## config.mk

```make
export PLATFORM = sky130hd
export DESIGN_NAME = mcif_rd_ig_top
export DESIGN_NICKNAME = d
export VERILOG_FILES = /design/src/mcif_ctrl_pkg.sv /design/src/mcif_req_pkg.sv /design/src/mcif_burst_if.sv /design/src/mcif_rd_ar_out.sv /design/src/mcif_rd_arb.sv /design/src/mcif_rd_burst_split.sv /design/src/mcif_rd_ig_top.sv /design/src/mcif_rd_os_ctrl.sv
export VERILOG_INCLUDE_DIRS = /design/src
export SDC_FILE = /design/constraint.sdc
export NUM_CORES = 1
export LEC_CHECK = 0
export BUFFER_PORTS_ARGS = -buffer_cell sky130_fd_sc_hd__buf_2
export CAP_MARGIN = 15
export CORE_MARGIN = 1.5
export CORE_UTILIZATION = 50
export DETAILED_ROUTE_END_ITERATION = 10
export PLACE_DENSITY_LB_ADDON = 0.2
export SLEW_MARGIN = 20
export SYNTH_ARGS = -nofsm -noshare
export SYNTH_HDL_FRONTEND = slang
export SYNTH_SLANG_ARGS = --single-unit
```

## constraint.sdc

```tcl
create_clock -name nvdla_core_clk -period 15.8 [get_ports nvdla_core_clk]
set_input_delay 3.16 -clock nvdla_core_clk [delete_from_list [all_inputs] [get_ports nvdla_core_clk]]
set_output_delay 3.16 -clock nvdla_core_clk [all_outputs]
set_load 0.005 [all_outputs]
```

## src/mcif_rd_consts.svh

```systemverilog
//////////////////////////////////////////////////
// MCIF read ingress constants
// widths, burst limits, latency depth, clients
//////////////////////////////////////////////////
`ifndef MCIF_RD_CONSTS_SVH
`define MCIF_RD_CONSTS_SVH

`define MCIF_ADDR_W        32  // byte address
`define MCIF_SIZE_W        8   // request size, atoms minus one
`define MCIF_ATOM_SHIFT    5   // 32-byte atoms
`define MCIF_MAX_BURST     4   // atoms per burst
`define MCIF_LEN_W         2   // burst len, atoms minus one
`define MCIF_ID_W          8
`define MCIF_WEIGHT_W      8
`define MCIF_OS_W          8
`define MCIF_SDP_LAT_DEPTH 16  // sdp return fifo, in atoms
`define MCIF_CREDIT_W      8
`define MCIF_NUM_CLIENTS   3

// derived widths
`define MCIF_ATOM_ADDR_W   (`MCIF_ADDR_W - `MCIF_ATOM_SHIFT)
`define MCIF_AXI_LEN_W     4

`endif

```

## src/mcif_ctrl_pkg.sv

```systemverilog
//////////////////////////////////////////////////
// Control types for splitter, arbiter, os limit
//////////////////////////////////////////////////
`default_nettype none

`include "mcif_rd_consts.svh"

package mcif_ctrl_pkg;

  typedef enum logic {
    IDLE  = 1'b0,
    SPLIT = 1'b1
  } split_state_e;

  typedef logic [`MCIF_OS_W:0] os_cnt_t;  // one bit over, reaches limit + 1

  typedef logic [`MCIF_WEIGHT_W-1:0] weight_t;

endpackage

`default_nettype wire

```

## src/mcif_req_pkg.sv

```systemverilog
//////////////////////////////////////////////////
// Request and burst payload types
// client ids match the AXI arid values
//////////////////////////////////////////////////
`default_nettype none

`include "mcif_rd_consts.svh"

package mcif_req_pkg;

  typedef enum logic [`MCIF_ID_W-1:0] {
    CLIENT_CDMA_DAT = 0,
    CLIENT_CDMA_WT  = 1,
    CLIENT_SDP      = 2
  } client_e;

  // request as seen on a client port
  typedef struct packed {
    logic [`MCIF_ADDR_W-1:0] addr;  // byte address, low bits ignored
    logic [`MCIF_SIZE_W-1:0] size;  // atoms minus one
  } rd_req_t;

  // one aligned burst, address in atoms
  typedef struct packed {
    logic [`MCIF_ATOM_ADDR_W-1:0] addr;
    logic [`MCIF_LEN_W-1:0]       len;   // atoms minus one
    client_e                      id;
  } burst_t;

endpackage

`default_nettype wire
```

## src/mcif_burst_if.sv

```systemverilog
//////////////////////////////////////////////////
// Burst channel with valid/ready handshake
// payload held stable while valid waits for ready
//////////////////////////////////////////////////
`timescale 1ns/1ps
`default_nettype none

interface mcif_burst_if
  import mcif_req_pkg::*;
();

  logic   valid;
  logic   ready;
  burst_t payload;

  modport source (
    output valid,
    output payload,
    input  ready
  );

  modport sink (
    input  valid,
    input  payload,
    output ready
  );

endinterface

`default_nettype wire

```

## src/mcif_rd_ar_out.sv

```systemverilog
//////////////////////////////////////////////////
// AXI read address output slot
// one registered beat, refills on the same edge
//////////////////////////////////////////////////
`timescale 1ns/1ps
`default_nettype none

`include "mcif_rd_consts.svh"

module mcif_rd_ar_out
  import mcif_req_pkg::*;
(
  input  logic                       nvdla_core_clk,
  input  logic                       rst_n,
  mcif_burst_if.sink                 issue,
  output logic                       ar_arvalid,
  input  logic                       ar_arready,
  output logic [`MCIF_ID_W-1:0]      ar_arid,
  output logic [`MCIF_AXI_LEN_W-1:0] ar_arlen,
  output logic [`MCIF_ADDR_W-1:0]    ar_araddr
);

  burst_t slot;
  logic   full;
  logic   load;

  assign issue.ready = !full || ar_arready;  // empty or draining now
  assign load        = issue.valid && issue.ready;

  always_ff @(posedge nvdla_core_clk or negedge rst_n) begin
    if (!rst_n) begin
      full <= 1'b0;
    end else if (load) begin
      full <= 1'b1;
    end else if (ar_arready) begin
      full <= 1'b0;
    end
  end

  always_ff @(posedge nvdla_core_clk) begin
    if (load) begin
      slot <= issue.payload;
    end
  end

  assign ar_arvalid = full;
  assign ar_arid    = slot.id;
  assign ar_arlen   = `MCIF_AXI_LEN_W'(slot.len);
  assign ar_araddr  = {slot.addr, `MCIF_ATOM_SHIFT'(0)};  // atoms back to bytes

endmodule

`default_nettype wire

```

## src/mcif_rd_arb.sv

```systemverilog
//////////////////////////////////////////////////
// Weighted round-robin over client bursts
// a client keeps the grant for weight+1 beats
//////////////////////////////////////////////////
`timescale 1ns/1ps
`default_nettype none

`include "mcif_rd_consts.svh"

module mcif_rd_arb
  import mcif_req_pkg::*, mcif_ctrl_pkg::*;
(
  input  logic          nvdla_core_clk,
  input  logic          rst_n,
  mcif_burst_if.sink    req0,
  mcif_burst_if.sink    req1,
  mcif_burst_if.sink    req2,
  input  weight_t       weight0,
  input  weight_t       weight1,
  input  weight_t       weight2,
  mcif_burst_if.source  grant
);

  localparam int N     = `MCIF_NUM_CLIENTS;
  localparam int PTR_W = $clog2(N);
  localparam int RUN_W = `MCIF_WEIGHT_W + 1;

  logic [N-1:0]     vld;
  burst_t           pl  [N];
  weight_t          wgt [N];
  logic [PTR_W-1:0] ptr;       // client holding the current run
  logic [PTR_W-1:0] sel;
  logic [PTR_W-1:0] cand;
  logic [RUN_W-1:0] run_cnt;   // beats granted in this run
  logic             keep;
  logic             found;
  logic             any_vld;
  logic             fire;

  function automatic logic [PTR_W-1:0] next_idx(input logic [PTR_W-1:0] p);
    return (p == PTR_W'(N - 1)) ? '0 : p + 1'b1;
  endfunction

  assign vld = {req2.valid, req1.valid, req0.valid};
  assign pl[0] = req0.payload;
  assign pl[1] = req1.payload;
  assign pl[2] = req2.payload;
  assign wgt[0] = weight0;
  assign wgt[1] = weight1;
  assign wgt[2] = weight2;

  // stay on ptr or search ptr+1, ptr+2, ptr
  always_comb begin
    keep  = vld[ptr] && (run_cnt <= {1'b0, wgt[ptr]});
    sel   = ptr;
    cand  = ptr;
    found = 1'b0;
    if (!keep) begin
      for (int i = 0; i < N; i++) begin
        cand = next_idx(cand);
        if (vld[cand] && !found) begin
          sel   = cand;
          found = 1'b1;
        end
      end
    end
  end

  assign any_vld       = |vld;
  assign grant.valid   = any_vld;
  assign grant.payload = pl[sel];
  assign fire          = grant.valid && grant.ready;

  assign req0.ready = grant.ready && any_vld && (sel == PTR_W'(0));
  assign req1.ready = grant.ready && any_vld && (sel == PTR_W'(1));
  assign req2.ready = grant.ready && any_vld && (sel == PTR_W'(2));

  // ptr follows sel so a stalled grant stays put
  always_ff @(posedge nvdla_core_clk or negedge rst_n) begin
    if (!rst_n) begin
      ptr     <= '0;
      run_cnt <= '0;
    end else if (any_vld) begin
      ptr     <= sel;
      run_cnt <= (keep ? run_cnt : '0) + RUN_W'(fire);  // new run restarts count
    end
  end

endmodule

`default_nettype wire

```

## src/mcif_rd_burst_split.sv

```systemverilog
//////////////////////////////////////////////////
// Per-client burst splitter
// cuts a request into 4-atom aligned bursts and
// checks return FIFO credits when LAT_DEPTH > 0
//////////////////////////////////////////////////
`timescale 1ns/1ps
`default_nettype none

`include "mcif_rd_consts.svh"

module mcif_rd_burst_split
  import mcif_req_pkg::*, mcif_ctrl_pkg::*;
#(
  parameter client_e CLIENT_ID = CLIENT_CDMA_DAT,
  parameter int      LAT_DEPTH = 0
) (
  input  logic          nvdla_core_clk,
  input  logic          rst_n,
  input  logic          req_valid,
  output logic          req_ready,
  input  rd_req_t       req,
  input  logic          lat_fifo_pop,
  mcif_burst_if.source  burst
);

  localparam int ATOM_W = `MCIF_ADDR_W - `MCIF_ATOM_SHIFT;
  localparam int CNT_W  = `MCIF_SIZE_W + 1;
  localparam int NB_W   = `MCIF_LEN_W + 1;

  split_state_e      state;
  logic [ATOM_W-1:0] cur_atom;   // next burst start
  logic [CNT_W-1:0]  left;       // atoms still to issue
  logic [NB_W-1:0]   to_bound;
  logic [NB_W-1:0]   nb;         // atoms in this burst
  logic              credit_ok;
  logic              req_fire;
  logic              burst_fire;

  //////////////////////////////////////////////////
  // burst size
  //////////////////////////////////////////////////
  assign to_bound = NB_W'(`MCIF_MAX_BURST) - {1'b0, cur_atom[`MCIF_LEN_W-1:0]};
  assign nb       = (left < CNT_W'(to_bound)) ? left[NB_W-1:0] : to_bound;

  assign req_ready  = (state == IDLE);
  assign req_fire   = req_valid && req_ready;
  assign burst_fire = burst.valid && burst.ready;

  assign burst.valid        = (state == SPLIT) && credit_ok;
  assign burst.payload.addr = cur_atom;
  assign burst.payload.len  = `MCIF_LEN_W'(nb - 1'b1);
  assign burst.payload.id   = CLIENT_ID;

  always_ff @(posedge nvdla_core_clk or negedge rst_n) begin
    if (!rst_n) begin
      state <= IDLE;
    end else if (req_fire) begin
      state <= SPLIT;
    end else if (burst_fire && (left == CNT_W'(nb))) begin
      state <= IDLE;  // last burst gone
    end
  end

  // held request, walked forward per burst
  always_ff @(posedge nvdla_core_clk) begin
    if (req_fire) begin
      cur_atom <= req.addr[`MCIF_ADDR_W-1:`MCIF_ATOM_SHIFT];
      left     <= CNT_W'(req.size) + 1'b1;
    end else if (burst_fire) begin
      cur_atom <= cur_atom + ATOM_W'(nb);
      left     <= left - CNT_W'(nb);
    end
  end

  //////////////////////////////////////////////////
  // latency FIFO credits
  //////////////////////////////////////////////////
  if (LAT_DEPTH != 0) begin : g_credit
    logic [`MCIF_CREDIT_W-1:0] credit;

    always_ff @(posedge nvdla_core_clk or negedge rst_n) begin
      if (!rst_n) begin
        credit <= `MCIF_CREDIT_W'(LAT_DEPTH);
      end else begin
        credit <= credit + `MCIF_CREDIT_W'(lat_fifo_pop)
                - (burst_fire ? `MCIF_CREDIT_W'(nb) : '0);  // taken at transfer
      end
    end

    assign credit_ok = (credit >= `MCIF_CREDIT_W'(nb));
  end else begin : g_no_credit
    assign credit_ok = 1'b1;  // no return FIFO to protect
  end

endmodule

`default_nettype wire

```

## src/mcif_rd_ig_top.sv

```systemverilog
//////////////////////////////////////////////////
// MCIF read ingress top
// splitters, WRR arbiter, os limit, AR slot
//////////////////////////////////////////////////
`timescale 1ns/1ps
`default_nettype none

`include "mcif_rd_consts.svh"

module mcif_rd_ig_top
  import mcif_req_pkg::*, mcif_ctrl_pkg::*;
(
  input  logic                       nvdla_core_clk,
  input  logic                       rst_n,
  input  logic                       cdma_dat_rd_req_valid,
  output logic                       cdma_dat_rd_req_ready,
  input  logic [`MCIF_ADDR_W-1:0]    cdma_dat_rd_req_addr,
  input  logic [`MCIF_SIZE_W-1:0]    cdma_dat_rd_req_size,
  input  logic                       cdma_wt_rd_req_valid,
  output logic                       cdma_wt_rd_req_ready,
  input  logic [`MCIF_ADDR_W-1:0]    cdma_wt_rd_req_addr,
  input  logic [`MCIF_SIZE_W-1:0]    cdma_wt_rd_req_size,
  input  logic                       sdp_rd_req_valid,
  output logic                       sdp_rd_req_ready,
  input  logic [`MCIF_ADDR_W-1:0]    sdp_rd_req_addr,
  input  logic [`MCIF_SIZE_W-1:0]    sdp_rd_req_size,
  input  logic                       sdp_rd_cdt_lat_fifo_pop,
  input  weight_t                    reg_rd_weight_cdma_dat,
  input  weight_t                    reg_rd_weight_cdma_wt,
  input  weight_t                    reg_rd_weight_sdp,
  input  logic [`MCIF_OS_W-1:0]      reg_rd_os_cnt,
  input  logic                       eg2ig_axi_vld,
  output logic                       ar_arvalid,
  input  logic                       ar_arready,
  output logic [`MCIF_ID_W-1:0]      ar_arid,
  output logic [`MCIF_AXI_LEN_W-1:0] ar_arlen,
  output logic [`MCIF_ADDR_W-1:0]    ar_araddr
);

  rd_req_t dat_req;
  rd_req_t wt_req;
  rd_req_t sdp_req;

  assign dat_req = '{addr: cdma_dat_rd_req_addr, size: cdma_dat_rd_req_size};
  assign wt_req  = '{addr: cdma_wt_rd_req_addr, size: cdma_wt_rd_req_size};
  assign sdp_req = '{addr: sdp_rd_req_addr, size: sdp_rd_req_size};

  mcif_burst_if split_if [`MCIF_NUM_CLIENTS] ();
  mcif_burst_if arb_if ();
  mcif_burst_if ar_if ();

  //////////////////////////////////////////////////
  // per-client splitters
  //////////////////////////////////////////////////
  mcif_rd_burst_split #(.CLIENT_ID(CLIENT_CDMA_DAT), .LAT_DEPTH(0)) u_split_dat (
    .nvdla_core_clk (nvdla_core_clk),
    .rst_n          (rst_n),
    .req_valid      (cdma_dat_rd_req_valid),
    .req_ready      (cdma_dat_rd_req_ready),
    .req            (dat_req),
    .lat_fifo_pop   (1'b0),            // cdma has no latency fifo
    .burst          (split_if[0])
  );

  mcif_rd_burst_split #(.CLIENT_ID(CLIENT_CDMA_WT), .LAT_DEPTH(0)) u_split_wt (
    .nvdla_core_clk (nvdla_core_clk),
    .rst_n          (rst_n),
    .req_valid      (cdma_wt_rd_req_valid),
    .req_ready      (cdma_wt_rd_req_ready),
    .req            (wt_req),
    .lat_fifo_pop   (1'b0),
    .burst          (split_if[1])
  );

  mcif_rd_burst_split #(
    .CLIENT_ID (CLIENT_SDP),
    .LAT_DEPTH (`MCIF_SDP_LAT_DEPTH)
  ) u_split_sdp (
    .nvdla_core_clk (nvdla_core_clk),
    .rst_n          (rst_n),
    .req_valid      (sdp_rd_req_valid),
    .req_ready      (sdp_rd_req_ready),
    .req            (sdp_req),
    .lat_fifo_pop   (sdp_rd_cdt_lat_fifo_pop),
    .burst          (split_if[2])
  );

  //////////////////////////////////////////////////
  // arbitration and issue
  //////////////////////////////////////////////////
  mcif_rd_arb u_arb (
    .nvdla_core_clk (nvdla_core_clk),
    .rst_n          (rst_n),
    .req0           (split_if[0]),
    .req1           (split_if[1]),
    .req2           (split_if[2]),
    .weight0        (reg_rd_weight_cdma_dat),
    .weight1        (reg_rd_weight_cdma_wt),
    .weight2        (reg_rd_weight_sdp),
    .grant          (arb_if)
  );

  mcif_rd_os_ctrl u_os_ctrl (
    .nvdla_core_clk (nvdla_core_clk),
    .rst_n          (rst_n),
    .reg_rd_os_cnt  (reg_rd_os_cnt),
    .eg2ig_axi_vld  (eg2ig_axi_vld),
    .arb            (arb_if),
    .issue          (ar_if)
  );

  mcif_rd_ar_out u_ar_out (
    .nvdla_core_clk (nvdla_core_clk),
    .rst_n          (rst_n),
    .issue          (ar_if),
    .ar_arvalid     (ar_arvalid),
    .ar_arready     (ar_arready),
    .ar_arid        (ar_arid),
    .ar_arlen       (ar_arlen),
    .ar_araddr      (ar_araddr)
  );

endmodule

`default_nettype wire

```

## src/mcif_rd_os_ctrl.sv

```systemverilog
//////////////////////////////////////////////////
// Outstanding burst limiter
// allows up to reg_rd_os_cnt+1 bursts in flight
//////////////////////////////////////////////////
`timescale 1ns/1ps
`default_nettype none

`include "mcif_rd_consts.svh"

module mcif_rd_os_ctrl
  import mcif_ctrl_pkg::*;
(
  input  logic                  nvdla_core_clk,
  input  logic                  rst_n,
  input  logic [`MCIF_OS_W-1:0] reg_rd_os_cnt,
  input  logic                  eg2ig_axi_vld,  // one burst completed
  mcif_burst_if.sink            arb,
  mcif_burst_if.source          issue
);

  os_cnt_t os_cnt;
  logic    allow;
  logic    issue_fire;

  assign allow      = (os_cnt <= {1'b0, reg_rd_os_cnt});
  assign issue_fire = issue.valid && issue.ready;

  assign issue.valid   = arb.valid && allow;
  assign issue.payload = arb.payload;
  assign arb.ready     = issue.ready && allow;

  always_ff @(posedge nvdla_core_clk or negedge rst_n) begin
    if (!rst_n) begin
      os_cnt <= '0;
    end else begin
      case ({issue_fire, eg2ig_axi_vld})
        2'b10:   os_cnt <= os_cnt + 1'b1;
        2'b01:   os_cnt <= os_cnt - 1'b1;
        default: os_cnt <= os_cnt;  // both or neither cancel out
      endcase
    end
  end

endmodule

`default_nettype wire

```

==> results.txt <==
Worst Max-Slew Pin Slew: 923 ps
Synthesized cell area: 11500 um^2
Overall routing resource usage: 22.8%
Placed inst area: 12600 um^2
Fin. max-slew vios: 0
Sink Count: 171
Vias: 8894
Finished Core Util: 58.3%
Detailed Route WL: 26.8 mm
Most frequent cells in the layout: buf_2 (179), nand2_1 (155), edfxtp_1 (139)
Cell Chain, Critical Path: buf_2 > mux2i_1 > nor2_1 > a21oi_1 > ha_1 > or4_1 > a21oi_1 > o21ai_0 > o211ai_1 > nand2_1 > a32oi_4 > buf_4 > and2_1 > nand3_1 > ha_1 > ha_1 > a21o_1 > a21oi_1 > o21bai_1 > a21oi_1 > o21bai_1 > a21oi_1 > xor2_1
FP Rows: 55
I/O pin cnt: 208
HP Class: reg2reg
Worst Setup Start Kind: input port
CP Class: in2reg
Cell mode on critical path: a21oi_1
Number of synthesis warnings: 0
Sw Share: 39.0%
Synth Register Bits: 171
CTS tree: yes
Syn Area/Cell: 9.82 um^2
Worst R2R Setup Slack: 8810 ps
Levels on crit path: 23
Delay-heaviest family, CP: compound AO/OA/AOI/OAI gates
Pwr dens: 175 nW/um^2
Largest net degree at the start of global routing: 70
Leak: 5.33 nW
Unrepaired setup endpoints after global routing: false
IO Port Bufs: 179
Synth cell types: 63
Minimum clock period: 7530 ps
Clock latency on the worst-skew pair: 420 ps
Post-CTS sizing: 0
Layout cell share with drive strength beyond 1: 18.4%
ANT nets after route: 0
Largest area contributor in the netlist: edfxtp_1
Maxcap violations: 0
Worst slew margin relative to its limit: 38.1%
Largest cells by area after synthesis: edfxtp_1 (36%), ha_1 (7.9%), dfrtp_1 (6.7%), xor2_1 (6.5%), nand2_1 (5.1%)
Ant. Diodes: 0
Clk slew on worst S/H paths: 70 ps
Post-synthesis sequential area ratio: 43.2%
# DRC: 0
Initial Util: 50.8%
Pre-antenna DRT Iters: 7
Area grow syn2layout: 14.7%
Worst Hold Path Cells: 1
CP endpoint kind: flop
Worst Path Buf+Inv: 2
Net Switching: 0.901 mW
Via-per-instance ratio: 5.45
Initial antenna violation count: 1
R2r worst-path depth: 28
Most common cell after layout, fill and taps aside: buf_2
Total negative setup slack: 0 ps
Layout net count: 1572
Crit path max fanout: 38
Most common flop cell mapped by yosys: edfxtp_1
CTS H-tree lvls: 4
Clk root buf: clkbuf_16
Worst path arrival time: 7880 ps
Overflow after GRT: 0
Max incr delay on CP: 530 ps
Starting DRC count in detailed routing: 530
Sequential share of power: 37.6%
EDFF count, synth: 139
Die H: 155 um
Detailed Place HPWL: 19.7 mm
Clock share of power: 17.9%
Gate power share: 44.6%
CTS buffer count: 17
Ys async rst share: 18.7%
P_int: 1.41 mW
Maximum buffer depth of the clock tree: 2
Hold slack: 481 ps
Die Area: 23900 um^2
Vias in the first global route: 8586
Fmax: 133 MHz
Top cell type's share of synthesized area: 36.3%
Maximum VDD drop: 79.4 uV
Final Hold Vio Count: 0
Die W: 155 um
Setup Viol. Count Final: 0
First-pass GRT wire length: 42.9 mm
Final Cycle Share: 47.7%
Cts hold-fix bufs: 0
Routed WL per cell: 16.4 um
Status: complete, no violations
Postcts setup bufs: 0
Core area: 22600 um^2
Final instance area: 13200 um^2
Post-Synthesis Cells: 1172
Clock skew: 12.2 ps
Required time of the critical path: 16140 ps
Placer congestion estimate: 0.853
CP max-delay cell: or4_1
cell usage after synthesis (6+ instances only):
cell / number
a21o_1: 17
a21oi_1: 40
and2_1: 10
and3_1: 27
buf_4: 14
clkbuf_1: 36
dfrtp_1: 31
edfxtp_1: 139
fa_1: 6
ha_1: 73
inv_1: 64
mux2_2: 10
mux2i_1: 38
nand2_1: 155
nand2b_1: 10
nand3_1: 49
nand4_1: 17
nor2_1: 59
nor2b_1: 13
nor3_1: 7
o21ai_0: 111
o21ai_1: 8
o21bai_1: 7
o2bb2ai_1: 25
xnor2_1: 50
xor2_1: 85
logic make-up after synthesis:
logic type      count (synthesis)  synth area share (%)
compound gates                244                  13.3
xor+xnor                      135                  10.3
fa+ha+maj                      79                  8.98
buf+inv                       123                  4.65
flops                         171                  43.2
mux                            49                  4.48
other cells                     1                0.0326
simple gates                  370                  15.1
power by group through the flow:
stage	clock network, mW	logic (mW)	registers, mW
after floorplan	0	0.768	0.834
after global placement	0	0.998	0.871
after CTS	0.421	1.04	0.869
after detailed placement	0	1.03	0.875
final	0.413	1.03	0.868
after global routing	0.441	1.17	0.886
per-stage QoR:
step                      total power, mW  setup WS, ps  instances
after floorplan                      1.60          8550       1184
after global placement               1.87          7860       1599
after detailed placement             1.91          7840       1599
after CTS                            2.33          8260       1631
after global routing                 2.50          7870       1631
final                                2.31          8270       1631
layout make-up:
class	instances	area [um^2]
clock buffer	19	433
multi-input combinational	890	6090
timing repair buffer	189	971
sequential	171	4980
inverter	64	240
tap	285	357
fill	2014	9440
clock inverter	13	134
registers in the layout, indices dropped and copies added (netlist names):
name                         flops
u_ar_out.ar_araddr              27
u_split_dat.cur_atom            27
u_split_sdp.cur_atom            27
u_split_wt.cur_atom             27
u_arb.run_cnt                    9
u_os_ctrl.os_cnt                 9
u_split_dat.left                 9
u_split_sdp.left                 9
u_split_wt.left                  9
u_split_sdp.g_credit.credit      8
u_ar_out.ar_arid                 2
u_ar_out.ar_arlen                2
u_arb.ptr                        2
u_ar_out.ar_arvalid              1
u_split_dat.burst.valid          1
u_split_sdp.state                1
u_split_wt.burst.valid           1
worst paths after layout:
check                                                       to                     from
worst max-delay path            u_split_sdp.g_credit.credit[7]     reg_rd_weight_sdp[7]
worst min-delay path                       u_os_ctrl.os_cnt[8]      u_os_ctrl.os_cnt[8]
worst max register to register  u_split_sdp.g_credit.credit[7]  u_split_sdp.cur_atom[1]
worst min register to register             u_os_ctrl.os_cnt[8]      u_os_ctrl.os_cnt[8]
max in group asynchronous              u_split_dat.burst.valid                    rst_n
min in group asynchronous                  u_os_ctrl.os_cnt[2]                    rst_n
metal layers:
layer | global-route usage [%] | wire, um | vias to the layer above
met3 | 4.82 | 1330 | 24
met4 | 5.72 | 342 | 2
met2 | 39.6 | 13500 | 213
met5 | 0 | 13 | -
met1 | 29.2 | 11600 | 4187
li1 | - | - | 4468
worst register-to-register path: cells and delay by family, from the launching register on:
family          cells  cell delay [ps]
flops               1              520
simple gates        4              620
fa+ha+maj           5             1590
compound gates     14             3200
buf+inv             4              840
xor+xnor            1              160
No activity file was read; power rests on OpenSTA's default activity.
